`config.mk`:
```
export PLATFORM = sky130hd
export DESIGN_NAME = mouse_ps2
export DESIGN_NICKNAME = d
export VERILOG_FILES = /design/src/verilog/ps2_pkg.sv /design/src/verilog/mouse_pkg.sv /design/src/verilog/mouse_ps2.sv
export SDC_FILE = /design/constraint.sdc
export NUM_CORES = 1
export LEC_CHECK = 0
export ABC_AREA = 0
export BUFFER_PORTS_ARGS = -buffer_cell sky130_fd_sc_hd__buf_2
export CAP_MARGIN = 15
export CORE_ASPECT_RATIO = 0.6
export CORE_MARGIN = 2
export CORE_UTILIZATION = 45
export CTS_BUF_LIST = sky130_fd_sc_hd__clkbuf_4
export DETAILED_ROUTE_END_ITERATION = 7
export GPL_TIMING_DRIVEN = 0
export HOLD_SLACK_MARGIN = 0.1
export PLACE_DENSITY = 0.74
export SYNTH_ARGS = -nofsm -noshare
export SYNTH_HDL_FRONTEND = slang
export SYNTH_SLANG_ARGS = --single-unit
```
`constraint.sdc`:
```
create_clock -name clk -period 2 [get_ports clk]
set_input_delay 0.1 -clock clk [delete_from_list [all_inputs] [get_ports clk]]
set_output_delay 0.1 -clock clk [all_outputs]
set_load 0.02 [all_outputs]
```
`src/verilog/ps2_pkg.sv`:
```
package ps2_pkg;

   // consecutive equal samples before the filtered clock may change
   localparam int FILTER_LEN = 4;

   // host inhibit time before a transmit, in system clocks (scaled)
   localparam int INHIBIT_CYCLES = 64;
   localparam int INHIBIT_W = $clog2(INHIBIT_CYCLES);

   // start, 8 data, parity, stop
   localparam int FRAME_BITS = 11;

   typedef logic [7:0] ps2_byte_t;

   // host to device command
   localparam ps2_byte_t CMD_STREAM = 8'hf4; // enable data reporting

   // device response
   localparam ps2_byte_t ACK_BYTE = 8'hfa;

endpackage

```
`src/verilog/mouse_pkg.sv`:
```
package mouse_pkg;

   // visible area in pixels
   localparam int SCREEN_W = 640;
   localparam int SCREEN_H = 480;

   // report buffer
   localparam int FIFO_DEPTH = 4;
   localparam int FIFO_PTR_W = $clog2(FIFO_DEPTH);

   // one decoded three-byte movement packet
   typedef struct packed {
      logic [2:0] btn;   // bit 0 left, bit 1 right, bit 2 middle
      logic       x_ovf;
      logic       y_ovf;
      logic [8:0] dx;    // two's complement
      logic [8:0] dy;    // two's complement, positive is up
   } mouse_report_t;

   // tracked pointer state
   typedef struct packed {
      logic [9:0] x;
      logic [8:0] y;
      logic [2:0] btn;
   } cursor_t;

endpackage

```
`src/verilog/mouse_ps2.sv`:
```
module mouse_ps2 (
   input  logic                    clk,
   input  logic                    rst,
   input  ps2_pkg::ps2_byte_t      rx_byte,
   input  logic                    rx_valid,
   input  logic                    rx_err,
   input  logic                    tx_busy,
   input  logic                    tx_done,
   output logic                    tx_start,
   output ps2_pkg::ps2_byte_t      cmd,
   output mouse_pkg::mouse_report_t report,
   output logic                    report_valid,
   output logic                    init_done
);
   import ps2_pkg::*;
   import mouse_pkg::*;

   typedef enum logic [2:0] {
      st_send,
      st_wait_tx,
      st_wait_ack,
      st_pack1,
      st_pack2,
      st_pack3
   } state_t;

   state_t state;
   logic   rx_ok;

   assign cmd   = CMD_STREAM; // only command ever sent
   assign rx_ok = rx_valid && !rx_err;

   always_ff @(posedge clk or posedge rst)
   begin
      if (rst)
      begin
         state        <= st_send;
         tx_start     <= 1'b0;
         report_valid <= 1'b0;
         init_done    <= 1'b0;
      end
      else
      begin
         tx_start     <= 1'b0;
         report_valid <= 1'b0;
         case (state)
            st_send:
               if (!tx_busy)
               begin
                  tx_start <= 1'b1;
                  state    <= st_wait_tx;
               end
            st_wait_tx:
               if (tx_done)
                  state <= st_wait_ack;
            st_wait_ack:
               if (rx_valid)
               begin
                  if (rx_ok && rx_byte == ACK_BYTE)
                  begin
                     init_done <= 1'b1;
                     state     <= st_pack1;
                  end
                  else
                     state <= st_send; // try the command again
               end
            st_pack1:
               if (rx_ok && rx_byte[3]) // bit 3 is always set in byte 1
                  state <= st_pack2;
            st_pack2:
               if (rx_valid)
                  state <= rx_err ? st_pack1 : st_pack3;
            st_pack3:
               if (rx_valid)
               begin
                  report_valid <= !rx_err;
                  state        <= st_pack1;
               end
            default:
               state <= st_send;
         endcase
      end
   end

   // packet fields, loaded as the bytes arrive
   always_ff @(posedge clk)
   begin
      if (rx_ok)
      begin
         case (state)
            st_pack1:
            begin
               report.btn   <= rx_byte[2:0];
               report.dx[8] <= rx_byte[4];
               report.dy[8] <= rx_byte[5];
               report.x_ovf <= rx_byte[6];
               report.y_ovf <= rx_byte[7];
            end
            st_pack2:
               report.dx[7:0] <= rx_byte;
            st_pack3:
               report.dy[7:0] <= rx_byte;
            default:
               ;
         endcase
      end
   end

   a_report_after_init: assert property (@(posedge clk) disable iff (rst)
      report_valid |-> init_done)
      else $error("report before stream mode acknowledged");

endmodule

```
# [Yosys cells after proc, flatten, opt, wreduce, memory -nomap -nowiden]
# Cells that the tools add are included.
[word_totals] ff_bits=29 inputBits=14 output_inout_bits=34 word_cells=46
[op_classes] n_eq_ne=12 n_mux=13 reduce_logical=10
[op_table] operator="$mux W3" n=7
[op_table] operator="$pmux W3 S6" n=1
[op_table] operator="$ne A2 B2 Y1 const B" n=6
[op_table] operator="$eq A8 B8 Y1 const B" n=1
[op_table] operator="$eq A3 B2 Y1 const B" n=2
[op_table] operator="$eq A3 B3 Y1 const B" n=2
[op_table] operator="$reduce_and A2 Y1" n=3
[op_table] operator="$reduce_and A6 Y1" n=1
[op_table] operator="$mux W1" n=4
[op_table] operator="$eq A3 B1 Y1 const B" n=1
[op_table] operator="$logic_and A1 B1 Y1" n=3
[op_table] operator="$logic_not A3 Y1" n=1
[op_table] operator="$reduce_and A3 Y1" n=1
[op_table] operator="$mux W2" n=1
[op_table] operator="$logic_not A1 Y1" n=1

# [Depth between registers and ports, before layout]
[logic_depth] ltp_word=6 ltp_mapped=5 ltp_nobuf=4

# [Worst setup path after synthesis]
# No wires, ideal clock.
[synth_path] path_kind="flip-flop to flip-flop" from="register state[0]" to="register report[10] (netlist name), enable pin" setup_ns=0.395 t_arrival_ns=1.457 t_required_ns=1.605 path_slack_ns=0.148 path_stages_with_launch=3 n_path_buf=1 synth_period_minus_slack_ns=1.852 cell_sequence="dfrtp_1 > clkbuf_2 > nor4bb_1"
[synth_via] elab_chain_len=2
[synth_lines] item="start: declaration" line="mouse_ps2.sv:27" text="state_t state;"
[synth_lines] item="start signal: assignment" line="mouse_ps2.sv:37" text="state <= st_send;"
[synth_lines] item="start signal: assignment" line="mouse_ps2.sv:51" text="state <= st_wait_tx;"
[synth_lines] item="start signal: assignment" line="mouse_ps2.sv:55" text="state <= st_wait_ack;"
[synth_lines] item="$eq A3 B3 Y1" line="mouse_ps2.sv:90" text="case (state)"
[synth_lines] item="$reduce_and A2 Y1 (no source line)"
[synth_lines] item="end: declaration" line="mouse_ps2.sv:11" text="output mouse_pkg::mouse_report_t report,"
# Every way passes these cells.
# A chain may end at the register's enable or synchronous reset.

# [Final worst setup path]
[layout_path] from="register state[2]" to="register report[13] (netlist name), enable pin"
# The elaborated chain is that of the path after synthesis.

==> key figures <==
Setup path
  – CP startpoint kind: register
  – Critical Path Slowest Stage Cell: dfrtp_1
  – Crit. path cell count: 3
  – WP data required: 2.03 ns
  – Delay of the slowest critical-path stage: 0.46 ns
  – Worst reg2reg path depth: 3
  – Setup Crit Path Kind: register to register
  – CP max FO: 8
  – R2R Setup Slk: 0.36 ns
  – Cells along the critical path: nor2b_1, nor4bb_2, buf_4
  – WP buf/inv: 1
  – Critical path arrival: 1.67 ns
  – Type of element capturing the critical path: register
  – Cell family with most CP delay: simple AND/OR/NAND/NOR gates

Synth
  – Biggest area contributors in the synthesized netlist: edfxtp_1 62%, dfrtp_1 13%, buf_4 5.4%
  – Post-Synthesis Cell Area: 1120 µm²
  – Yosys top cell area share: 0.617
  – Mean Syn Cell Area: 16.2 µm²
  – Ys Warns: 0
  – Synth cell types: 26
  – Post-synth top area cell: edfxtp_1
  – Mapped Cells: 69
  – Seq/Total Area, Yosys: 0.752
  – Yosys reg bits: 29

Global routing
  – First-pass GRT wire length: 3410 µm
  – Largest net degree at the start of global routing: 11
  – Tot GR Track Use: 0.172
  – Number of antenna violations at the first check in global routing: 0
  – Vias in the first global route: 755
  – GR Overflow Total: 0

Floorplan
  – Initial core utilization: 0.495
  – Die H: 42.6 µm
  – Die span in x: 68.4 µm
  – Die area: 2910 µm²
  – Core ar.: 2260 µm²
  – Num ports: 48
  – Rows: 13

Place
  – GPL Wtd Cong: 0.839
  – Hpwl dp: 1480 µm
  – Port bufs: 39
  – Placed Cells: 145

Timing
  – Count of pins over their slew limit: 0
  – Hold slack: 0.153 ns
  – Final setup viols: 0
  – Minimum period implied by the final worst setup slack: 1.64 ns
  – Period utilization: 0.818
  – Fin. Hold Viols: 0
  – RSZ-0062 raised after global routing: false
  – Setup tns final: 0 ns
  – Clock skew: 0.00512 ns
  – Fmax: 611 MHz

Route
  – Via/cell ratio: 4.83
  – Routed WL per cell: 13.2 µm
  – DRC viols: 0
  – DRT iter0 DRCs: 44
  – Drt pass-1 iters: 4
  – Vias after detailed routing: 788
  – Final ANT Viol Nets: 0
  – WL final: 2150 µm

Layout
  – Layout cells sized above 1: 0.444
  – Count of antenna diodes in the layout: 0
  – Commonest non-fill, non-tap cell in the layout: buf_2
  – Commonest non-fill, non-tap cells in the layout: 39 x buf_2, 23 x edfxtp_1, 10 x dlygate4sd3_1
  – Nets: 146
  – Post-layout util: 0.680
  – Synth-to-Final Area Change: 37.5%
  – Finished Layout Cells: 163

Pwr
  – Pwr/cell area: 853 nW/µm²
  – VDD IR max: 0.533 mV
  – Pleak: 0.670 nW

Clock network
  – Clk pin slew, worst setup/hold paths: 0.08 ns
  – CTS Buffer Depth: 2
  – Skew-Pair Late Insertion Delay: 0.32 ns
  – # resized after CTS: 0
  – Setup bufs post-CTS: 0
  – Root Driver: clkbuf_4
  – Total CTS buffers: 5
  – CTS tree: built
  – Clk sinks: 29
  – H-tree depth: 2

Min path
  – Hold Path Class: primary input to register
  – Hold Path Depth: 3

Job
  – Max-cap violation count: 0

Status
  – Status: completed
[layer usage]
| layer | routed length [µm] | global-route usage |
|---|---|---|
| met5 | 0 | 0 |
| met4 | 48 | 0.0840 |
| met3 | 170 | 0.0860 |
| met2 | 1030 | 0.252 |
| met1 | 908 | 0.208 |
[cell families after synthesis]
| family | synth area share |
|---|---|
| flops | 0.752 |
| other cells | 0.00671 |
| mux | 0.0101 |
| buf+inv | 0.0615 |
| compound gates | 0.0559 |
| simple gates | 0.114 |
[worst register-to-register path, cell delays in order (launching register included)]
cell	delay, ns
dfrtp_1	0.46
nor2b_1	0.22
nor4bb_2	0.43
buf_4	0.24
[area by class of cell]
cell class | count | area [µm²]
sequential | 29 | 841
inverter | 1 | 3.75
clock buffer | 5 | 37.5
multi-input combinational | 36 | 238
tap | 30 | 37.5
fill | 155 | 723
timing repair buffer | 50 | 303
clock inverter | 3 | 12.5
buffer | 9 | 65.1
[cell usage after synthesis]
library cell	number
and4bb_1	1
edfxtp_1	23
o21bai_1	1
clkbuf_2	1
inv_1	1
and2b_1	1
and4_4	1
dfrtp_1	6
nor4bb_1	1
conb_1	2
mux2_2	1
nand2b_1	2
buf_4	8
nor2_1	1
a21oi_1	2
and2_1	1
nor2b_1	4
or2_2	1
and4_1	1
o21ai_0	4
a21boi_0	1
a32o_1	1
nor3b_1	1
o31ai_1	1
and4b_1	1
nor4_1	1
[per-stage QoR]
stage	total power [W]	setup WS (ns)	cell area, µm²
floorplan	0.000915	0.148	1140
global placement	0.000976	-0.355	1370
detailed placement	0.000988	0.377	1390
CTS	0.00132	0.359	1540
global route	0.00139	0.191	1540
finish	0.00131	0.364	1540
[state kept, by name, summed over array words and instances, names as in the netlist]
| name | cells |
|---|---|
| tx_start | 1 |
| state | 3 |
| report_valid | 1 |
| report | 23 |
| init_done | 1 |
[path summary, 6_finish.rpt]
check,from,to
setup / recovery,state[2]$_DFFE_PP0P_,report[13]$_DFFE_PP_
hold / removal,rx_valid,state[2]$_DFFE_PP0P_
setup reg to reg,state[2]$_DFFE_PP0P_,report[13]$_DFFE_PP_
hold reg to reg,init_done$_DFFE_PP0P_,init_done$_DFFE_PP0P_
max in group asynchronous,rst,state[0]$_DFFE_PP0P_
min in group asynchronous,rst,report_valid$_DFF_PP0_
[repair_timing]
action,in CTS,in global routing
hold buffers,10,0
hold endpoints to repair,30,0
setup endpoints to repair,0,0
[report_power, final]
group	total [W]	leakage, nW	switching, W	internal (W)
sequential	0.000732	0.287	0.0000367	0.000695
clock	0.000310	0.0300	0.000183	0.000127
combinational	0.000270	0.354	0.000150	0.000120
total	0.00131	0.670	0.000370	0.000941
Power figures use the tool's default switching activity.
