### config.mk
export PLATFORM = sky130hd
export DESIGN_NAME = report_fifo
export DESIGN_NICKNAME = d
export VERILOG_FILES = /design/src/verilog/mouse_pkg.sv /design/src/verilog/report_fifo.sv
export SDC_FILE = /design/constraint.sdc
export NUM_CORES = 1
export LEC_CHECK = 0
export BUFFER_PORTS_ARGS = -buffer_cell sky130_fd_sc_hd__buf_4
export CAP_MARGIN = 20
export CORE_ASPECT_RATIO = 0.75
export CORE_MARGIN = 4
export CORE_UTILIZATION = 30
export DETAILED_ROUTE_END_ITERATION = 6
export PLACE_DENSITY = 0.5
export SLEW_MARGIN = 10
export SYNTH_ARGS = -nofsm -noshare
export SYNTH_HDL_FRONTEND = slang
export SYNTH_SLANG_ARGS = --single-unit
### constraint.sdc
create_clock -name clk -period 6 [get_ports clk]
set_clock_uncertainty 0.1 [all_clocks]
set_input_delay 0.3 -clock clk [delete_from_list [all_inputs] [get_ports clk]]
set_output_delay 0.3 -clock clk [all_outputs]
set_load 0.01 [all_outputs]
### src/verilog/mouse_pkg.sv
package mouse_pkg;

   // visible area in pixels
   localparam int SCREEN_W = 640;
   localparam int SCREEN_H = 480;

   // report buffer
   localparam int FIFO_DEPTH = 4;
   localparam int FIFO_PTR_W = $clog2(FIFO_DEPTH);

   // one decoded three-byte movement packet
   typedef struct packed {
      logic [2:0] btn;   // bit 0 left, bit 1 right, bit 2 middle
      logic       x_ovf;
      logic       y_ovf;
      logic [8:0] dx;    // two's complement
      logic [8:0] dy;    // two's complement, positive is up
   } mouse_report_t;

   // tracked pointer state
   typedef struct packed {
      logic [9:0] x;
      logic [8:0] y;
      logic [2:0] btn;
   } cursor_t;

endpackage

### src/verilog/report_fifo.sv
module report_fifo (
   input  logic                     clk,
   input  logic                     rst,
   input  logic                     push,
   input  mouse_pkg::mouse_report_t din,
   input  logic                     pop,
   output mouse_pkg::mouse_report_t head,
   output logic                     empty,
   output logic                     lost
);
   import mouse_pkg::*;

   mouse_report_t         mem [FIFO_DEPTH];
   logic [FIFO_PTR_W-1:0] rd_ptr;
   logic [FIFO_PTR_W-1:0] wr_ptr;
   logic [FIFO_PTR_W:0]   count;
   logic                  full;
   logic                  do_push;

   assign full    = (count == (FIFO_PTR_W + 1)'(FIFO_DEPTH));
   assign empty   = (count == '0);
   assign do_push = push && (!full || pop); // a pop frees the slot in time
   assign head    = mem[rd_ptr];            // first word falls through

   always_ff @(posedge clk)
   begin
      if (do_push)
         mem[wr_ptr] <= din;
   end

   always_ff @(posedge clk or posedge rst)
   begin
      if (rst)
      begin
         rd_ptr <= '0;
         wr_ptr <= '0;
         count  <= '0;
         lost   <= 1'b0;
      end
      else
      begin
         if (do_push)
            wr_ptr <= wr_ptr + 1'b1;
         if (pop)
            rd_ptr <= rd_ptr + 1'b1;
         if (do_push && !pop)
            count <= count + 1'b1;
         else if (pop && !do_push)
            count <= count - 1'b1;
         if (push && !do_push)
            lost <= 1'b1; // sticky until reset
      end
   end

   a_no_underflow: assert property (@(posedge clk) disable iff (rst)
      pop |-> !empty)
      else $error("pop from empty report fifo");

endmodule

# Word level (Yosys, flattened, before mapping)
# Memory sizes are Yosys's and may differ from the RTL's.
# Index checks and enable logic that the tools add are counted.
[totals] reg_bits=8 ram_bits=92 elab_cells=24 n_memories=1
[op_classes] n_addsub=4 eq_ne=1 mux=4 reduce_logical=10
[memory_table] name="mem" words=4 width=23 rd=1 rd_clocked_by_memory_dff=0 wr=1 line="report_fifo.sv:13" rtl="mouse_report_t mem [FIFO_DEPTH];"
[op_table] operator="$mux 3" n=2
[op_table] operator="$add 2x1->2 const B" n=2
[op_table] operator="$logic_and 1x1->1" n=4
[op_table] operator="$add 3x1->3 const B" n=1
[op_table] operator="$eq 3x3->1 const B" n=1
[op_table] operator="$logic_not 1->1" n=3
[op_table] operator="$logic_not 3->1" n=1
[op_table] operator="$sub 3x1->3 const B" n=1
[op_table] operator="$mux 1" n=2
[op_table] operator="$reduce_bool 2->1" n=1
[op_table] operator="$logic_or 1x1->1" n=1

# Logic depth before layout (Yosys ltp)
[logic_depth] depth_word=8 depth_mapped=9 mapped_depth_nobuf=8

# Least setup slack after synthesis
# OpenSTA, ideal clock, no wires.
[synth_path] kind="register -> register" from="register count[0]" to="register count[1]" arrival_ps=1810 t_required_ps=5775 setup_slack_ps=3965 stages_incl_launch_ff=8 synth_period_minus_slack_ps=2035 cell_sequence="dfrtp_1 nor4b_2 nor2b_1 buf_6 ha_1 inv_1 fa_1 mux2_2"
[synth_via] elab_chain_cells=7 elab_cells_between_ends=12 classes_between="add/sub (2); eq/ne (1); mux (2); reduce/logical (7)"
[synth_rtl] element="start: declaration" line="report_fifo.sv:16" rtl="logic [FIFO_PTR_W:0] count;"
[synth_rtl] element="start signal: assignment" line="report_fifo.sv:47" rtl="count <= count + 1'b1;"
[synth_rtl] element="start signal: assignment" line="report_fifo.sv:49" rtl="count <= count - 1'b1;"
[synth_rtl] element="$eq 3x3->1 (*)" line="report_fifo.sv:20" rtl="assign full = (count == (FIFO_PTR_W + 1)'(FIFO_DEPTH));"
[synth_rtl] element="$logic_not 1->1 (*)" line="report_fifo.sv:22" rtl="assign do_push = push && (!full || pop);"
[synth_rtl] element="$logic_or 1x1->1 (*)" line="report_fifo.sv:22"
[synth_rtl] element="$logic_and 1x1->1 (*)" line="report_fifo.sv:22"
[synth_rtl] element="via do_push" line="report_fifo.sv:18" rtl="logic do_push;"
[synth_rtl] element="$logic_not 1->1" line="report_fifo.sv:48" rtl="else if (pop && !do_push)"
[synth_rtl] element="$logic_and 1x1->1" line="report_fifo.sv:48"
[synth_rtl] element="$reduce_bool 2->1 (no source line)"
# The timed path passes the listed nets; every way through them passes the cells marked *. The select of a mux whose other input is x is not followed.
# A chain may end at the register's enable or synchronous reset.

==> flow_metrics.env <==
export IMPL_core_area_mm2=0.01231
export IMPL_yosysTopAreaCell="sky130_fd_sc_hd__edfxtp_1"
export IMPL_r2r_cells=8
export IMPL_post_cts_setup_buffer_count=0
export IMPL_drc_errors=0
export IMPL_antennaDiodeCount=0
export IMPL_num_nets_final=249
export IMPL_area_delta_synth_final_pct=22.52
export IMPL_drv_cap=0
export IMPL_post_synthesis_cell_type_count=21
export IMPL_required_ns=5.60
export IMPL_row_count=35
export IMPL_worstSetupEndpoint="head[4]"
export IMPL_worstSetupStartpoint="rd_ptr[0]"
export IMPL_power_density_mw_per_mm2=484.0
export IMPL_yosys_warnings=0
export IMPL_initialDrtViolationCount=70
export IMPL_worst_r2r_endpoint="count[2]"
export IMPL_boundaryPins=52
export IMPL_synth_ff_latch_count=100
export IMPL_antenna_found_initial=0
export IMPL_worst_slew_pin_transition_ns=0.9169
export IMPL_crit_path_start_kind="flip-flop"
export IMPL_report_final_hold_viol_count=0
export IMPL_finalCritPeriodShare_pct=42.09
export IMPL_synth_xor_area_share_pct=1.387
export IMPL_n_fill_cell=1130
export IMPL_syn_inst=159
export IMPL_wirelength_um=6830
export IMPL_worstPathCellList="mux4_2 -> buf_4"
export IMPL_numPortBuffers=51
export IMPL_synthesis_area_per_instance_um2=23.83
export IMPL_route_detailed_wl_per_inst_um=17.65
export IMPL_slew_viol_final=0
export IMPL_tritoncts="done"
export IMPL_clkSlewWorstSetupHoldPaths_ns=0.07
export IMPL_cp_slowest_stage_delay_ns=0.97
export IMPL_die_height_um=105.3
export IMPL_flip_flop_cell_with_the_highest_count_after_synthesis="sky130_fd_sc_hd__edfxtp_1"
export IMPL_h_tree_depth=3
export IMPL_drtPass1Iterations=4
export IMPL_place_gp_congestion=0.6707
export IMPL_deepest_clock_path_buffer_count=2
export IMPL_rsz_0062_raised_after_global_routing="no"
export IMPL_cts_repair_resize_count=0
export IMPL_clockRootBuffer="sky130_fd_sc_hd__clkbuf_16"
export IMPL_timing_reg2reg_setup_slack_ns=3.69
export IMPL_reg2reg_from="count[2]"
export IMPL_floorplan_die_width_um=137.8
export IMPL_result_of_the_run="completed"
export IMPL_fraction_of_layout_instances_using_a_drive_strength_above_1_pct=45.25
export IMPL_initial_core_util_pct=30.79
export IMPL_number_of_enable_flip_flop_cells_after_synthesis=92
export IMPL_clock_sinks=100
export IMPL_cts_inserted_buffers=9
export IMPL_worstSkewPairLatency_ns=0.34
export IMPL_num_vias=1675
export IMPL_drtAntennaViolNets=0
export IMPL_detailedPlacementHpwl_um=4129
export IMPL_post_synth_mux_area_share_pct=14.37
export IMPL_synthesis_nets=192
export IMPL_setup_viol=0
export IMPL_grt_start_max_net_pins=26
export IMPL_fraction_of_the_mapped_netlist_area_in_compound_gates_pct=0.2312
export IMPL_endpoint_kind="output pin"
export IMPL_sequential_cell_area_mm2=0.002964
export IMPL_global_route_wire_length_before_repair_um=10850
export IMPL_cellLeakagePower_uw=0.001613
export IMPL_slew_headroom_pct=38.88
export IMPL_cp_arrival_ns=2.13
export IMPL_hold_path_class="in -> reg"
export IMPL_setup_tns_final_ns=0
export IMPL_synth_cell_area_mm2=0.003789
export IMPL_largest_cells_by_area_after_synthesis="sky130_fd_sc_hd__edfxtp_1 73%, sky130_fd_sc_hd__mux4_2 14%, sky130_fd_sc_hd__dfrtp_1 5.3%"
export IMPL_finalCriticalPeriod_ns=2.526
export IMPL_routed_via_density=4.328
export IMPL_synth_largest_type_area_fraction_pct=72.92
export IMPL_groute_usage_overall_pct=10.40
export IMPL_vias_in_the_first_global_route=1897
export IMPL_timing_worst_setup_path_type="reg -> out"
export IMPL_multi_input_comb_area_um2=752.0
export IMPL_critical_path_slowest_cell="sky130_fd_sc_hd__dfrtp_2"
export IMPL_post_cts_hold_buffer_count=1
export IMPL_ys_seq_area_share_pct=78.20
export IMPL_yosys_area_share_simple_pct=1.684
export IMPL_grt_overflow_total=0
export IMPL_max_freq_mhz=395.9
export IMPL_floorplan_die_area_mm2=0.01451
export IMPL_synth_async_reset_ratio_pct=8.000
export IMPL_post_synth_fa_ha_maj_area_fraction_pct=2.180
export IMPL_critical_path_peak_fanout=25
export IMPL_fin_util_pct=37.72
export IMPL_worst_ir_drop_vdd_uv=200.8
export IMPL_synth_top_family_by_area="multiplexers"
==> synthesized netlist by cell type, types with 2 or more instances <==
| master | number |
|---|---|
| sky130_fd_sc_hd__buf_2 | 2 |
| sky130_fd_sc_hd__and2_2 | 4 |
| sky130_fd_sc_hd__mux4_2 | 23 |
| sky130_fd_sc_hd__ha_1 | 5 |
| sky130_fd_sc_hd__edfxtp_1 | 92 |
| sky130_fd_sc_hd__xor2_1 | 3 |
| sky130_fd_sc_hd__buf_6 | 3 |
| sky130_fd_sc_hd__dfrtp_1 | 8 |
| sky130_fd_sc_hd__xnor2_1 | 3 |
| sky130_fd_sc_hd__inv_1 | 5 |
==> per-layer routing <==
metal	GRT usage [%]	vias to the layer above	share of wire (%)
li1	-	759	-
met3	4.580	13	6.7
met5	0	-	0
met4	3.808	0	1.6
met1	14.61	856	48
met2	14.21	47	44
==> cells in the final DEF (no fill, tap or decap), drive strengths merged, types with 2 or more instances in the layout <==
cell / synthesis / layout
edfxtp: 92 / 92
buf: 6 / 52
mux4: 23 / 23
clkbuf: 1 / 9
dfrtp: 8 / 8
inv: 5 / 8
ha: 5 / 5
and2: 4 / 4
xnor2: 3 / 3
xor2: 3 / 3
clkinv: 0 / 2
mux2: 2 / 2
==> worst min-delay path by stage <==
stage                 start    endpoint  slack, ns  cells past startpoint
CTS                  din[3]   mem[2][3]       0.04                      1
floorplan               rst    count[0]       0.02                      1
global route         din[3]   mem[2][3]       0.03                      1
global placement        rst        lost       0.18                      2
finish              din[22]  mem[1][22]       0.06                      1
detailed placement      rst        lost       0.17                      2
==> layout make-up <==
cell class	count	area share, %
Clock buffer	9	4.852
Clock inverter	7	1.590
Inverter	5	0.4043
Multi-Input combinational cell	47	16.20
Sequential cell	100	63.85
Tap cell	166	4.474
Timing Repair Buffer	53	8.625
==> through the flow <==
step	area (µm²)	worst slack, ns	power, µW	std cells	hold slack, ns
6_report	4642	3.474	2247	387	0.05548
5_1_grt	4642	3.287	2391	387	0.03279
4_1_cts	4642	3.396	2300	387	0.03961
3_5_place_dp	4333	3.665	1720	370	0.1750
3_3_place_gp	4333	3.763	1714	370	0.1821
2_1_floorplan	3789	3.965	1424	159	0.01566
==> logic make-up after synthesis <==
family                   after synthesis
flip-flops                           100
multiplexers                          25
buffers and inverters                 12
AND/OR/NAND/NOR                        9
XOR/XNOR                               6
adder cells (fa/ha/maj)                6
AO/OA/AOI/OAI                          1
==> flip-flops by register name, indices dropped and copies added (netlist names) <==
register / cells
mem: 92
count: 3
rd_ptr: 2
wr_ptr: 2
lost: 1
==> where the power goes <==
part | internal, µW | switching [µW] | leakage [µW] | total (µW)
clock | 326 | 247 | 0.000147 | 573
sequential | 926 | 115 | 0.000935 | 1040
combinational | 352 | 281 | 0.000532 | 632
==> worst max-delay path, delay by kind of cell (launching register included) <==
kind,cells,cell delay [ns]
flip-flops,1,0.97
multiplexers,1,0.64
buffers and inverters,1,0.17
Power figures use the tool's default switching activity.
