--- config.mk ---
export PLATFORM = sky130hd
export DESIGN_NAME = cursor_tracker
export DESIGN_NICKNAME = d
export VERILOG_FILES = /design/src/verilog/mouse_pkg.sv /design/src/verilog/cursor_tracker.sv
export SDC_FILE = /design/constraint.sdc
export NUM_CORES = 1
export LEC_CHECK = 0
export BUFFER_PORTS_ARGS = -buffer_cell sky130_fd_sc_hd__buf_2
export CAP_MARGIN = 20
export CORE_ASPECT_RATIO = 1.2
export CORE_MARGIN = 3
export CORE_UTILIZATION = 37
export CTS_CLUSTER_DIAMETER = 40
export DETAILED_ROUTE_END_ITERATION = 7
export SYNTH_ARGS = -nofsm -noshare
export SYNTH_HDL_FRONTEND = slang
export SYNTH_SLANG_ARGS = --single-unit
export TNS_END_PERCENT = 30
--- constraint.sdc ---
create_clock -name clk -period 2.64 [get_ports clk]
set_input_delay 0.264 -clock clk [delete_from_list [all_inputs] [get_ports clk]]
set_output_delay 0.264 -clock clk [all_outputs]
set_load 0.01 [all_outputs]
--- src/verilog/mouse_pkg.sv ---
package mouse_pkg;

   // visible area in pixels
   localparam int SCREEN_W = 640;
   localparam int SCREEN_H = 480;

   // report buffer
   localparam int FIFO_DEPTH = 4;
   localparam int FIFO_PTR_W = $clog2(FIFO_DEPTH);

   // one decoded three-byte movement packet
   typedef struct packed {
      logic [2:0] btn;   // bit 0 left, bit 1 right, bit 2 middle
      logic       x_ovf;
      logic       y_ovf;
      logic [8:0] dx;    // two's complement
      logic [8:0] dy;    // two's complement, positive is up
   } mouse_report_t;

   // tracked pointer state
   typedef struct packed {
      logic [9:0] x;
      logic [8:0] y;
      logic [2:0] btn;
   } cursor_t;

endpackage

--- src/verilog/cursor_tracker.sv ---
module cursor_tracker (
   input  logic                     clk,
   input  logic                     rst,
   input  logic                     frame_tick,
   input  mouse_pkg::mouse_report_t head,
   input  logic                     empty,
   output logic                     pop,
   output mouse_pkg::cursor_t       cursor
);
   import mouse_pkg::*;

   logic signed [8:0]  dx;
   logic signed [8:0]  dy;
   logic signed [11:0] nx;
   logic signed [11:0] ny;
   logic [9:0]         x_clamp;
   logic [8:0]         y_clamp;

   assign pop = frame_tick && !empty; // one report per frame

   // overflowed axis does not move
   assign dx = head.x_ovf ? 9'sd0 : $signed(head.dx);
   assign dy = head.y_ovf ? 9'sd0 : $signed(head.dy);

   assign nx = $signed({2'b00, cursor.x}) + dx;
   assign ny = $signed({3'b000, cursor.y}) - dy; // screen y grows downward

   always_comb
   begin
      if (nx < 0)
         x_clamp = '0;
      else if (nx > SCREEN_W - 1)
         x_clamp = 10'(SCREEN_W - 1);
      else
         x_clamp = nx[9:0];

      if (ny < 0)
         y_clamp = '0;
      else if (ny > SCREEN_H - 1)
         y_clamp = 9'(SCREEN_H - 1);
      else
         y_clamp = ny[8:0];
   end

   always_ff @(posedge clk or posedge rst)
   begin
      if (rst)
      begin
         cursor.x   <= 10'(SCREEN_W / 2); // screen centre
         cursor.y   <= 9'(SCREEN_H / 2);
         cursor.btn <= '0;
      end
      else if (pop)
      begin
         cursor.x   <= x_clamp;
         cursor.y   <= y_clamp;
         cursor.btn <= head.btn;
      end
   end

endmodule

== After elaboration in Yosys (flattened, before gate mapping) ==
Cells that the tools add are included.

* $add $sub $neg: 2
* Order comparisons: 4
* Mux-type cells: 6
* Reduce and logical (&&, ||, !) cells: 2

{| class="wikitable"
|+ Operators with widths
! kind !! count
|-
| 2-to-1 mux 9 bit || 4
|-
| 2-to-1 mux 10 bit || 2
|-
| adder 11 x 9 -> 12 bit || 1
|-
| > comparator 12 x 11 -> 1 bit, second input constant || 1
|-
| < comparator 12 x 1 -> 1 bit, second input constant || 1
|-
| > comparator 11 x 10 -> 1 bit, second input constant || 1
|-
| < comparator 11 x 1 -> 1 bit, second input constant || 1
|-
| subtractor 10 x 9 -> 11 bit || 1
|-
| logical AND 1 bit || 1
|-
| logical NOT 1 bit || 1
|}

* Register bits: 22
* Input bits: 27
* Output and inout bits: 23
* Logic and storage cells: 17

== Depth between registers and ports, before layout ==
Gate-level depths: netlist (run 1).

* Depth after elaboration: 5
* Mapped depth: 10
* Depth with buffers taken out: 10

== Worst setup path after synthesis (run 1) ==
Ideal clock, no wire load.

* Path type: reg2reg
* Start: reg cursor[12] (netlist name)
* End: reg cursor[12] (netlist name)
* Library setup time: 99 ps
* Arrival time: 2298 ps
* Required time: 2541 ps
* Path slack: 242 ps
* Stages on the path, launching flop included: 10
* Buffers on the path: 0
* Period minus slack after synthesis: 2398 ps
* Path through: dfrtp_1 > ha_1 > inv_1 > fa_1 > and2b_2 > o2111ai_2 > and3_4 > a2111oi_4 > o22ai_2 > a311oi_1

* Longest elaborated chain between the ends: 4
* Elaborated cells between the ends (all ways): 5
* Classes of those cells: 1 x add/sub; 2 x order compare; 2 x mux

{| class="wikitable"
|+ RTL lines
! what !! line !! text
|-
| start: declaration || cursor_tracker.sv:8 || <nowiki>output mouse_pkg::cursor_t cursor</nowiki>
|-
| adder 11 x 9 -> 12 bit (*) || cursor_tracker.sv:25 || <nowiki>assign nx = $signed({2'b00, cursor.x}) + dx;</nowiki>
|-
| > comparator 12 x 11 -> 1 bit || cursor_tracker.sv:32 || <nowiki>else if (nx > SCREEN_W - 1)</nowiki>
|-
| 2-to-1 mux 10 bit || cursor_tracker.sv:32 ||
|-
| 2-to-1 mux 10 bit (*) || cursor_tracker.sv:30 || <nowiki>if (nx < 0)</nowiki>
|}

Mark *: on every way between the ends. The rest lies on a longest branch, timed or not.
A chain may end at the register's enable or synchronous reset.

== Worst setup path after layout (run 1) ==
* Start: reg cursor[12] (netlist name)
* End: reg cursor[13] (netlist name)

Same word-level chain as after synthesis.

==> results of run 1 <==
==> layout by cell type (no fill, tap or decap), types with 3 or more instances in the layout <==
master and n:
a21oi_1 15, a21o_1 5, buf_2 49, buf_4 15
xnor2_1 4, o21a_1 9, a31oi_1 3, xor2_1 4
nor3_1 9, nand2b_1 12, a311oi_1 6, dfrtp_1 16
dfstp_2 6, a32oi_1 4, nand3_1 7, nand2_1 29
inv_1 14, a211oi_1 3, nor2b_1 11, clkbuf_8 4
and2_1 5, and3_1 5, ha_1 21, o21ai_0 11
o31ai_1 4, nor2_1 20, nor3_2 3
==> where the power goes <==
part           internal [W]  switching (W)
logic              0.000923        0.00110
registers          0.000499       0.000136
clock network      0.000133       0.000101
==> per-stage QoR <==
step	total power [W]	hold slack, ns	worst slack [ns]	TNS, ns	util (%)
after floorplan	0.00203	0.249	0.242	0	-
after global placement	0.00255	0.454	0.0224	0	46.4
after detailed placement	0.00256	0.458	-0.0953	-0.405	46.4
after CTS	0.00281	0.175	0.0602	0	47.4
after global routing	0.00318	0.209	-0.00971	-0.0124	48.1
final	0.00289	0.147	0.122	0	48.1
==> layer usage <==
layer,GRT usage [%],part of all wire (%),wire length (um)
met2,29.1,50,2730
met3,0.893,3.7,203
met1,20.1,45,2430
met4,4.45,1.2,66
met5,0,0,0
==> layout make-up <==
| class | instances | area [um^2] | share of cell area (%) |
|---|---|---|---|
| clock buffers | 4 | 55.1 | 1.99 |
| inverters | 14 | 52.6 | 1.90 |
| multi-input cells | 229 | 1640 | 59.3 |
| flip-flops and latches | 22 | 558 | 20.2 |
| well taps | 80 | 100 | 3.62 |
| repair buffers | 64 | 358 | 12.9 |
==> how the worst min path moves through the flow <==
stage	from	end	slack, ns	cells after the start
6_report	rst	cursor[0]	0.15	2
4_1_cts	rst	cursor[0]	0.17	2
3_5_place_dp	rst	cursor[0]	0.46	2
5_1_grt	head[20]	cursor[0]	0.21	3
2_1_floorplan	rst	cursor[0]	0.25	1
3_3_place_gp	head[21]	cursor[1]	0.45	3
==> worst max-delay path: cells and delay by family, from the launching register on <==
kind                     cells  cell delay (ns)
adder cells (fa/ha/maj)      2             0.56
AO/OA/AOI/OAI                4             0.97
AND/OR/NAND/NOR              2             0.45
buffers and inverters        1             0.06
flip-flops                   1             0.39
==> cell families after synthesis <==
family | Yosys count
and+or+nand+nor | 114
xor gates and xnor gates | 8
AOI/OAI and AO/OA | 81
adders and majority gates | 23
muxes | 3
DFF | 22
buffers and inverters | 21
==> timing repair <==
action / 4_1_cts / 5_1_grt
resized for setup: 0 / 7
setup endpoints to repair: 0 / 12
hold buffers: 0 / 0
buffers inserted: 0 / 0
==> key figures, run 1 <==
Run status
  – Status: finished, final reports clean

Critical path
  – Crit Path Category: register to register
  – Critical Path RT: 2.80 ns
  – Worst path max stage delay: 0.41 ns
  – Reg2reg end: cursor[13]
  – Peak fanout along the critical path: 7
  – Slowest cell on the critical path: a2111oi_4
  – Critical Path Sink Type: register
  – CP Cell Sequence: ha_1 -> inv_1 -> fa_1 -> and2b_2 -> o2111ai_2 -> and3_4 -> a2111oi_4 -> o22ai_4 -> a311oi_1
  – Worst r2r path cells: 9
  – Setup crit start: cursor[12]
  – Critical R2R Launch: cursor[12]
  – Flop2flop setup slack: 0.12 ns
  – CP Capture Point: cursor[13]
  – CP Launch Type: register
  – Data arrival time of the worst path: 2.68 ns

GRT
  – Initial antenna violation count: 0
  – Gr usage total: 15.9%
  – Vias in the first global route: 2128
  – GR Overflow Total: 0
  – Largest net degree at the start of global routing: 23
  – First-pass GRT wire length: 9470 um

Synthesis
  – Post-synth ARST share: 100%
  – Simple-Gate Fraction of Synth Area: 26.5%
  – Top-count cell post-synth: nand2_1
  – Cell Area, Synth: 0.00224 mm^2
  – Yosys cell types: 56
  – Synthesized area per cell: 8.23 um^2
  – Yosys top cell by area: dfrtp_1
  – Syn nets: 322
  – Top_reg_cell synth: dfrtp_1
  – Xor and xnor area share after synthesis: 3.13%
  – Synth Area in Compound Gates: 26.7%
  – Syn. warnings: 0
  – Gate count of the mapped netlist: 272
  – Top cell type's share of synthesized area: 17.9%
  – #FFs+latches synth: 22
  – Post-synth EDFFs: 0
  – Register area share after synthesis: 24.9%
  – Largest family of logic cells by synthesized area: compound AO/OA/AOI/OAI gates
  – Mux contribution to synthesized area: 1.51%
  – Adder-cell area share of the yosys netlist: 13.5%
  – Post-synth top cells: 29 x nand2_1, 21 x ha_1, 20 x nor2_1
  – Synth area leaders: dfrtp_1 18%, ha_1 12%, dfstp_2 7.0%, nand2_1 4.9%, a21oi_1 3.4%

Die
  – Die height: 91.2 um
  – I/O pins: 50
  – Starting density of the core: 39.0%
  – Die X: 77.0 um
  – CORE AREA: 0.00574 mm^2
  – # rows: 30
  – DIE AREA: 0.00703 mm^2

Final layout
  – ANT cells: 0
  – Share of cells above drive strength 1: 26.7%
  – Layout Cells excl Fill: 413
  – Top flop regs: cursor x22
  – Nets: 384
  – Largest reg by FF count: cursor
  – Area Growth Syn to Fin: 23.4%
  – Fin area: 0.00276 mm^2
  – Max reg flops: 22
  – Number of fill cells in the layout: 591

Power
  – PD cells: 1050 mW/mm^2
  – Peak supply drop: 0.560 mV
  – Leakage: 1.28 nW

Drt
  – Drt via density: 5.25
  – Pre-antenna DRT Iters: 4
  – WL/cell: 13.1 um
  – DRC errors left: 0
  – DR vias: 2167
  – DRT Wirelength: 5430 um
  – DRT iter0 DRCs: 98
  – Antenna Nets Post-Route: 0

Place
  – Dpl cells: 409
  – Hpwl dp: 4530 um
  – Placer Congestion: 0.850
  – I/O Buffers: 49
  – Post-place instance area: 0.00267 mm^2

STA
  – Period minus WS final: 2.52 ns
  – Final setup vio count: 0
  – Clock skew: 0.00269 ns
  – Rel. slew slack: 47.6%
  – Worst-margin pin slew: 0.785 ns
  – RSZ-0062 raised after global routing: yes
  – Max-slew violation count: 0
  – FMAX: 397 MHz
  – Period utilisation layout: 95.4%
  – Final hold violation count: 0

Clock tree
  – H-tree depth: 1
  – Clk sinks: 22
  – Cts bufs inserted: 3
  – Reg clk slew, reported paths: 0.08 ns
  – Clk Tree Root Cell: clkbuf_8
  – TritonCTS clock tree: done
  – Deepest clock path buffer count: 2
  – Clk Latency, worst-skew pair: 0.25 ns

Run
  – Max Cap Viol: 0

Hold path
  – Hold WC Path Type: input port to asynchronous set/reset pin
(Power assumes the default switching activity.)
==> run 2, diff against run 1 <==
GPL_TIMING_DRIVEN = 0   (was unset)
==> key figures, run 2 (synthesized netlist as in run 1, its figures left out) <==
Run status
  – Status: finished, final reports clean (unchanged)

Critical path
  – Critical Path Sink Type: register (unchanged)
  – Critical R2R Launch: cursor[3] (was cursor[12])
  – Slowest cell on the critical path: dfrtp_1 (was a2111oi_4)
  – CP most frequent cell: inv_1
  – Reg2reg end: cursor[8] (was cursor[13])
  – CP Cell Sequence: inv_1 -> ha_1 -> inv_1 -> fa_1 -> a21o_1 -> a32oi_1 -> a22oi_1 -> mux2i_4 -> a31oi_1 -> a32o_1 (was ha_1 -> inv_1 -> fa_1 -> and2b_2 -> o2111ai_2 -> and3_4 -> a2111oi_4 -> o22ai_4 -> a311oi_1)
  – Critical Path RT: 2.83 ns (was 2.80 ns)
  – CP Launch Type: register (unchanged)
  – Crit Path Category: register to register (unchanged)
  – Flop2flop setup slack: 0.12 ns (about the same)
  – Peak fanout along the critical path: 9 (was 7)
  – Worst path max stage delay: 0.40 ns (was 0.41 ns)
  – Worst r2r path cells: 10 (was 9)
  – Setup crit start: cursor[3] (was cursor[12])
  – Data arrival time of the worst path: 2.71 ns (was 2.68 ns)
  – CP Capture Point: cursor[8] (was cursor[13])

STA
  – Clock skew: 0.000862 ns (was 0.00269 ns)
  – RSZ-0062 raised after global routing: yes (unchanged)
  – Period utilisation layout: 95.5% (was 95.4%)
  – Rel. slew slack: 46.0% (was 47.6%)
  – Max-slew violation count: 0 (unchanged)
  – Period minus WS final: 2.52 ns (about the same)
  – Worst-margin pin slew: 0.809 ns (was 0.785 ns)
  – Final hold violation count: 0 (unchanged)
  – Final setup vio count: 0 (unchanged)
  – FMAX: 397 MHz (about the same)

Final layout
  – Share of cells above drive strength 1: 25.8% (was 26.7%)
  – Largest reg by FF count: cursor (unchanged)
  – Max reg flops: 22 (unchanged)
  – ANT cells: 0 (unchanged)
  – Number of fill cells in the layout: 603 (was 591)
  – Layout Cells excl Fill: 406 (was 413)
  – Leading cell types in the layout, fill and taps excluded: 52 x buf_2, 29 x nand2_1, 21 x ha_1, 20 x nor2_1, 16 x dfrtp_1 (was 49 x buf_2, 29 x nand2_1, 21 x ha_1, 20 x nor2_1, 16 x dfrtp_1)
  – Area Growth Syn to Fin: 21.6% (was 23.4%)
  – Most common cell after layout, fill and taps aside: buf_2 (unchanged)
  – Fin area: 0.00272 mm^2 (was 0.00276 mm^2)
  – Top flop regs: cursor x22 (unchanged)
  – Nets: 377 (was 384)

Place
  – Post-place instance area: 0.00258 mm^2 (was 0.00267 mm^2)
  – Hpwl dp: 4510 um (was 4530 um)
  – Placer Congestion: 0.838 (was 0.850)
  – Dpl cells: 401 (was 409)
  – I/O Buffers: 49 (unchanged)

Power
  – PD cells: 1050 mW/mm^2 (about the same)
  – Peak supply drop: 0.405 mV (was 0.560 mV)
  – Part of the power in registers: 22.1% (was 22.0%)
  – Switch Pwr: 0.00135 W (was 0.00134 W)
  – Leakage: 1.23 nW (was 1.28 nW)
  – Int Power: 0.00152 W (was 0.00155 W)
  – Gate power share: 69.7% (was 70.0%)
  – Sw frac: 47.1% (was 46.2%)
  – Clk pwr share: 8.2% (was 8.1%)

GRT
  – First-pass GRT wire length: 9240 um (was 9470 um)
  – Vias in the first global route: 2071 (was 2128)
  – Largest net degree at the start of global routing: 23 (unchanged)
  – GR Overflow Total: 0 (unchanged)
  – Gr usage total: 15.6% (was 15.9%)
  – Initial antenna violation count: 0 (unchanged)

Clock tree
  – TritonCTS clock tree: done (unchanged)
  – Deepest clock path buffer count: 2 (unchanged)
  – H-tree depth: 1 (unchanged)
  – Clk Tree Root Cell: clkbuf_8 (unchanged)
  – Clk Latency, worst-skew pair: 0.26 ns (was 0.25 ns)
  – Reg clk slew, reported paths: 0.07 ns (was 0.08 ns)
  – Hold buffers post-CTS: 0 (unchanged)
  – Clk sinks: 22 (unchanged)
  – Cts bufs inserted: 3 (unchanged)

Run
  – Max Cap Viol: 0 (unchanged)

Hold path
  – Hold WC Path Type: input port to asynchronous set/reset pin (unchanged)

Drt
  – Antenna Nets Post-Route: 0 (unchanged)
  – WL/cell: 13.5 um (was 13.1 um)
  – DRC errors left: 0 (unchanged)
  – DRT Wirelength: 5460 um (was 5430 um)
  – Drt via density: 5.28 (was 5.25)
  – DR vias: 2145 (was 2167)
  – Pre-antenna DRT Iters: 4 (unchanged)
  – DRT iter0 DRCs: 51 (was 98)

Die
  – # rows: 30 (unchanged)
  – DIE AREA: 0.00703 mm^2 (unchanged)
  – I/O pins: 50 (unchanged)
  – CORE AREA: 0.00574 mm^2 (unchanged)
  – Starting density of the core: 39.0% (unchanged)
  – Die X: 77.0 um (unchanged)
  – Die height: 91.2 um (unchanged)
==> run 2: cell types whose count changed in the layout (fill, tap and decap cells not counted), sizes merged <==
| cell | change |
|---|---|
| clkbuf | +4 |
| buf | -11 |
==> run 2: critical path: cells and delay by family (launching register included) <==
kind | cells | cell delay (ns)
compound gates | 5 | 1.02
fa+ha+maj | 2 | 0.55
flops | 1 | 0.40
buf+inv | 2 | 0.11
mux | 1 | 0.35
==> run 2: routing by layer <==
| layer | GRT usage, % | up-vias | share of wire [%] |
|---|---|---|---|
| li1 | - | 1114 | - |
| met1 | 19.8 | 979 | 45 |
| met2 | 28.2 | 45 | 51 |
| met3 | 0.893 | 7 | 2.6 |
| met4 | 5.19 | 0 | 1.4 |
| met5 | 0 | - | 0 |
==> run 2: through the flow <==
step / hold slack, ns / setup slack (ns) / util (%) / setup TNS (ns) / total power, W
3_3_place_gp: 0.454 / -0.225 / 45.0 / -2.01 / 0.00248
2_1_floorplan: 0.249 / 0.242 / - / 0 / 0.00203
5_1_grt: 0.203 / -0.0685 / 47.4 / -0.105 / 0.00315
4_1_cts: 0.168 / 0.00622 / 46.3 / 0 / 0.00278
6_report: 0.149 / 0.119 / 47.4 / 0 / 0.00287
3_5_place_dp: 0.452 / -0.229 / 45.0 / -2.07 / 0.00250
==> run 2: how the worst min path moves through the flow <==
stage,startpoint,to,slack [ns],depth (start not counted)
after floorplan,rst,cursor[0],0.25,1
after global placement,head[21],cursor[1],0.45,3
after detailed placement,rst,cursor[12],0.45,2
after CTS,rst,cursor[12],0.17,2
after global routing,head[22],cursor[2],0.20,3
final,rst,cursor[12],0.15,2
==> run 2: area by class of cell <==
class	instances	area, um^2	share of cell area [%]
Buffer	7	31.3	1.15
Inverter	14	52.6	1.93
Clock buffer	4	55.1	2.02
Timing Repair Buffer	50	253	9.28
Multi-Input combinational cell	229	1670	61.5
Sequential cell	22	558	20.5
Tap cell	80	100	3.67
==> run 2: what timing repair did <==
action,CTS,global route
setup buffers,0,1
gates cloned,0,0
resized for setup,3,10
endpoints found under the hold margin,0,0
endpoints found under the setup margin,2,14
pin swaps,0,5
==> run 2: power groups by stage <==
| stage | combinational (W) | clock [W] | sequential, W |
|---|---|---|---|
| floorplan | 0.00136 | 0 | 0.000674 |
| global placement | 0.00184 | 0 | 0.000638 |
| detailed placement | 0.00186 | 0 | 0.000640 |
| CTS | 0.00190 | 0.000240 | 0.000639 |
| global route | 0.00224 | 0.000254 | 0.000658 |
| finish | 0.00200 | 0.000235 | 0.000636 |
==> run 3, diff against run 2 <==
ABC_AREA = 1   (was unset)
==> key figures, run 3 <==
Critical path
  – Worst path max stage delay: 0.40 ns (about the same)
  – CP most frequent cell: nand2_1 (was inv_1)
  – Slowest cell on the critical path: fa_1 (was dfrtp_1)
  – Setup crit start: cursor[12] (was cursor[3])
  – Worst r2r path cells: 15 (was 10)
  – Peak fanout along the critical path: 9 (unchanged)
  – Critical Path Sink Type: register (unchanged)
  – Critical Path RT: 2.81 ns (was 2.83 ns)
  – Crit Path Category: register to register (unchanged)
  – CP Launch Type: register (unchanged)
  – Data arrival time of the worst path: 2.41 ns (was 2.71 ns)
  – Flop2flop setup slack: 0.39 ns (was 0.12 ns)
  – Reg2reg end: cursor[16] (was cursor[8])
  – CP Cell Sequence: ha_1 -> inv_1 -> fa_1 -> inv_1 -> nand3_1 -> nand3_1 -> nand2_1 -> nand2_1 -> nand2_1 -> nand2_1 -> nand2_1 -> nand3_4 -> nand3_1 -> nand2_1 -> nand2_1 (was inv_1 -> ha_1 -> inv_1 -> fa_1 -> a21o_1 -> a32oi_1 -> a22oi_1 -> mux2i_4 -> a31oi_1 -> a32o_1)
  – Critical R2R Launch: cursor[12] (was cursor[3])

Synthesis
  – Post-synth EDFFs: 0 (unchanged)
  – Register area share after synthesis: 23.8% (was 24.9%)
  – Synthesized area per cell: 6.50 um^2 (was 8.23 um^2)
  – Cell Area, Synth: 0.00234 mm^2 (was 0.00224 mm^2)
  – Syn nets: 410 (was 322)
  – Post-synth top cells: 137 x nand2_1, 56 x inv_1, 31 x nand3_1 (was 29 x nand2_1, 21 x ha_1, 20 x nor2_1)
  – Top_reg_cell synth: dfrtp_1 (unchanged)
  – Gate count of the mapped netlist: 360 (was 272)
  – Syn. warnings: 0 (unchanged)
  – Top cell type's share of synthesized area: 22.0% (was 17.9%)
  – Yosys cell types: 31 (was 56)
  – Synth area leaders: nand2_1 22%, dfrtp_1 17%, ha_1 11%, inv_1 9.0%, dfstp_2 6.7% (was dfrtp_1 18%, ha_1 12%, dfstp_2 7.0%, nand2_1 4.9%, a21oi_1 3.4%)
  – Post-synth ARST share: 100% (unchanged)
  – #FFs+latches synth: 22 (unchanged)
  – Yosys top cell by area: nand2_1 (was dfrtp_1)
  – Top-count cell post-synth: nand2_1 (unchanged)

STA
  – Fin Setup TNS: 0 ns (unchanged)
  – RSZ-0062 raised after global routing: no (was yes)
  – Final setup vio count: 0 (unchanged)
  – Rel. slew slack: 42.0% (was 46.0%)
  – Worst-margin pin slew: 0.869 ns (was 0.809 ns)
  – Final hold violation count: 0 (unchanged)
  – Max-slew violation count: 0 (unchanged)
  – Clock skew: 0.00669 ns (was 0.000862 ns)
  – Period minus WS final: 2.25 ns (was 2.52 ns)
  – FMAX: 445 MHz (was 397 MHz)
  – Period utilisation layout: 85.1% (was 95.5%)
  – Setup slack after layout: 0.393 ns (was 0.119 ns)

Clock tree
  – Hold buffers post-CTS: 0 (unchanged)
  – Cts bufs inserted: 3 (unchanged)
  – Clk sinks: 22 (unchanged)
  – Reg clk slew, reported paths: 0.09 ns (was 0.07 ns)
  – Clk Tree Root Cell: clkbuf_8 (unchanged)
  – Deepest clock path buffer count: 2 (unchanged)
  – Postcts setup bufs: 0 (unchanged)
  – H-tree depth: 1 (unchanged)
  – Clk Latency, worst-skew pair: 0.27 ns (was 0.26 ns)
  – TritonCTS clock tree: done (unchanged)
  – Resize count post-CTS: 0 (was 3)

Drt
  – DR top layer: met4 (unchanged)
  – DR WL met2: 2880 um (was 2800 um)
  – Pre-antenna DRT Iters: 6 (was 4)
  – DR vias: 2303 (was 2145)
  – DRC errors left: 0 (unchanged)
  – Antenna Nets Post-Route: 0 (unchanged)
  – DRT Wirelength: 5570 um (was 5460 um)
  – WL/cell: 11.3 um (was 13.5 um)
  – Met3 wire len: 219 um (was 143 um)
  – Routed met1 length: 2430 um (was 2440 um)
  – DRT iter0 DRCs: 86 (was 51)
  – Drt via density: 4.66 (was 5.28)

Die
  – DIE AREA: 0.00732 mm^2 (was 0.00703 mm^2)
  – Starting density of the core: 38.4% (was 39.0%)
  – # rows: 31 (was 30)
  – I/O pins: 50 (unchanged)
  – Die height: 93.1 um (was 91.2 um)
  – Die X: 78.6 um (was 77.0 um)
  – CORE AREA: 0.00609 mm^2 (was 0.00574 mm^2)

GRT
  – GR Overflow Total: 0 (unchanged)
  – Initial antenna violation count: 0 (unchanged)
  – Gr usage total: 15.9% (was 15.6%)
  – First-pass GRT wire length: 9480 um (was 9240 um)
  – Largest net degree at the start of global routing: 23 (unchanged)
  – Vias in the first global route: 2213 (was 2071)

Final layout
  – Final Util: 45.2% (was 47.4%)
  – Number of fill cells in the layout: 666 (was 603)
  – Nets: 463 (was 377)
  – Max reg flops: 22 (unchanged)
  – Top flop regs: cursor x22 (unchanged)
  – Leading cell types in the layout, fill and taps excluded: 137 x nand2_1, 56 x inv_1, 49 x buf_2, 31 x nand3_1, 21 x ha_1 (was 52 x buf_2, 29 x nand2_1, 21 x ha_1, 20 x nor2_1, 16 x dfrtp_1)
  – Largest reg by FF count: cursor (unchanged)
  – ANT cells: 0 (unchanged)
  – Area Growth Syn to Fin: 17.7% (was 21.6%)
  – Share of cells above drive strength 1: 22.8% (was 25.8%)
  – Most common cell after layout, fill and taps aside: nand2_1 (was buf_2)

Power
  – Peak supply drop: 0.349 mV (was 0.405 mV)
  – PD cells: 1010 mW/mm^2 (was 1050 mW/mm^2)
  – Leakage: 1.64 nW (was 1.23 nW)

Place
  – Placer Congestion: 0.861 (was 0.838)
  – Setup WS pre-CTS: 0.210 ns (was -0.229 ns)
  – I/O Buffers: 48 (was 49)
  – Hpwl dp: 4550 um (was 4510 um)

Run status
  – Status: finished, final reports clean (unchanged)

Hold path
  – Hold WC Path Type: input port to asynchronous set/reset pin (unchanged)

Run
  – Max Cap Viol: 0 (unchanged)
==> run 3: changes by cell type after synthesis, moves of 7 or more <==
| cell | change |
|---|---|
| nand2_1 | +108 |
| inv_1 | +42 |
| nand3_1 | +24 |
| nand2b_1 | -12 |
| o21ai_0 | -12 |
| nor2b_1 | -11 |
| nand2_2 | +10 |
| nor3_1 | -10 |
| o21a_1 | -9 |
| a311oi_1 | -7 |
==> run 3: worst max path at each step <==
stage | slack (ns) | endpoint
floorplan | 0.58 | cursor[12]
global placement | 0.23 | cursor[12]
detailed placement | 0.21 | cursor[14]
CTS | 0.37 | cursor[14]
global route | 0.14 | cursor[16]
finish | 0.39 | cursor[16]
==> run 3: layout make-up <==
class	instances	area (um^2)	share of cell area, %
flip-flops and latches	22	558	20.3
multi-input cells	275	1540	56.0
clock inverters	1	30.0	1.09
clock buffers	3	41.3	1.50
inverters	60	226	8.22
repair buffers	48	240	8.72
well taps	82	103	3.72
plain buffers	3	12.5	0.454
==> run 3: routing by layer <==
layer / up-vias / global-route usage, %
li1: 1228 / -
met1: 1019 / 18.9
met2: 52 / 30.7
met3: 4 / 0.867
met4: 0 / 3.94
met5: - / 0
==> run 3: logic make-up (layout without fill, tap and decap cells) <==
group	Yosys count	count (layout)	share of synthesized area, %
buffers and inverters	63	115	10.2
AOI/OAI and AO/OA	18	18	4.54
DFF	22	22	23.8
and+or+nand+nor	226	226	45.5
adders and majority gates	23	23	12.9
xor gates and xnor gates	8	8	2.99
==> run 3: power by group <==
group          internal (W)  total (W)  switching [W]
registers          0.000499   0.000619       0.000120
clock network      0.000203   0.000319       0.000117
logic              0.000716    0.00185        0.00114
total               0.00142    0.00279        0.00137
==> run 3: metrics by stage <==
| stage | hold slack [ns] | cells | cell area [um^2] | power [W] |
|---|---|---|---|---|
| finish | 0.162 | 494 | 2760 | 0.00279 |
| global route | 0.196 | 494 | 2760 | 0.00312 |
| CTS | 0.182 | 494 | 2760 | 0.00282 |
| detailed placement | 0.459 | 490 | 2680 | 0.00249 |
| global placement | 0.452 | 490 | 2680 | 0.00247 |
| floorplan | 0.249 | 360 | 2340 | 0.00204 |
==> run 3: critical path: cells and delay by family (launching register included) <==
family	cells	cell delay (ns)
DFF	1	0.39
and+or+nand+nor	11	0.95
buffers and inverters	2	0.19
adders and majority gates	2	0.61
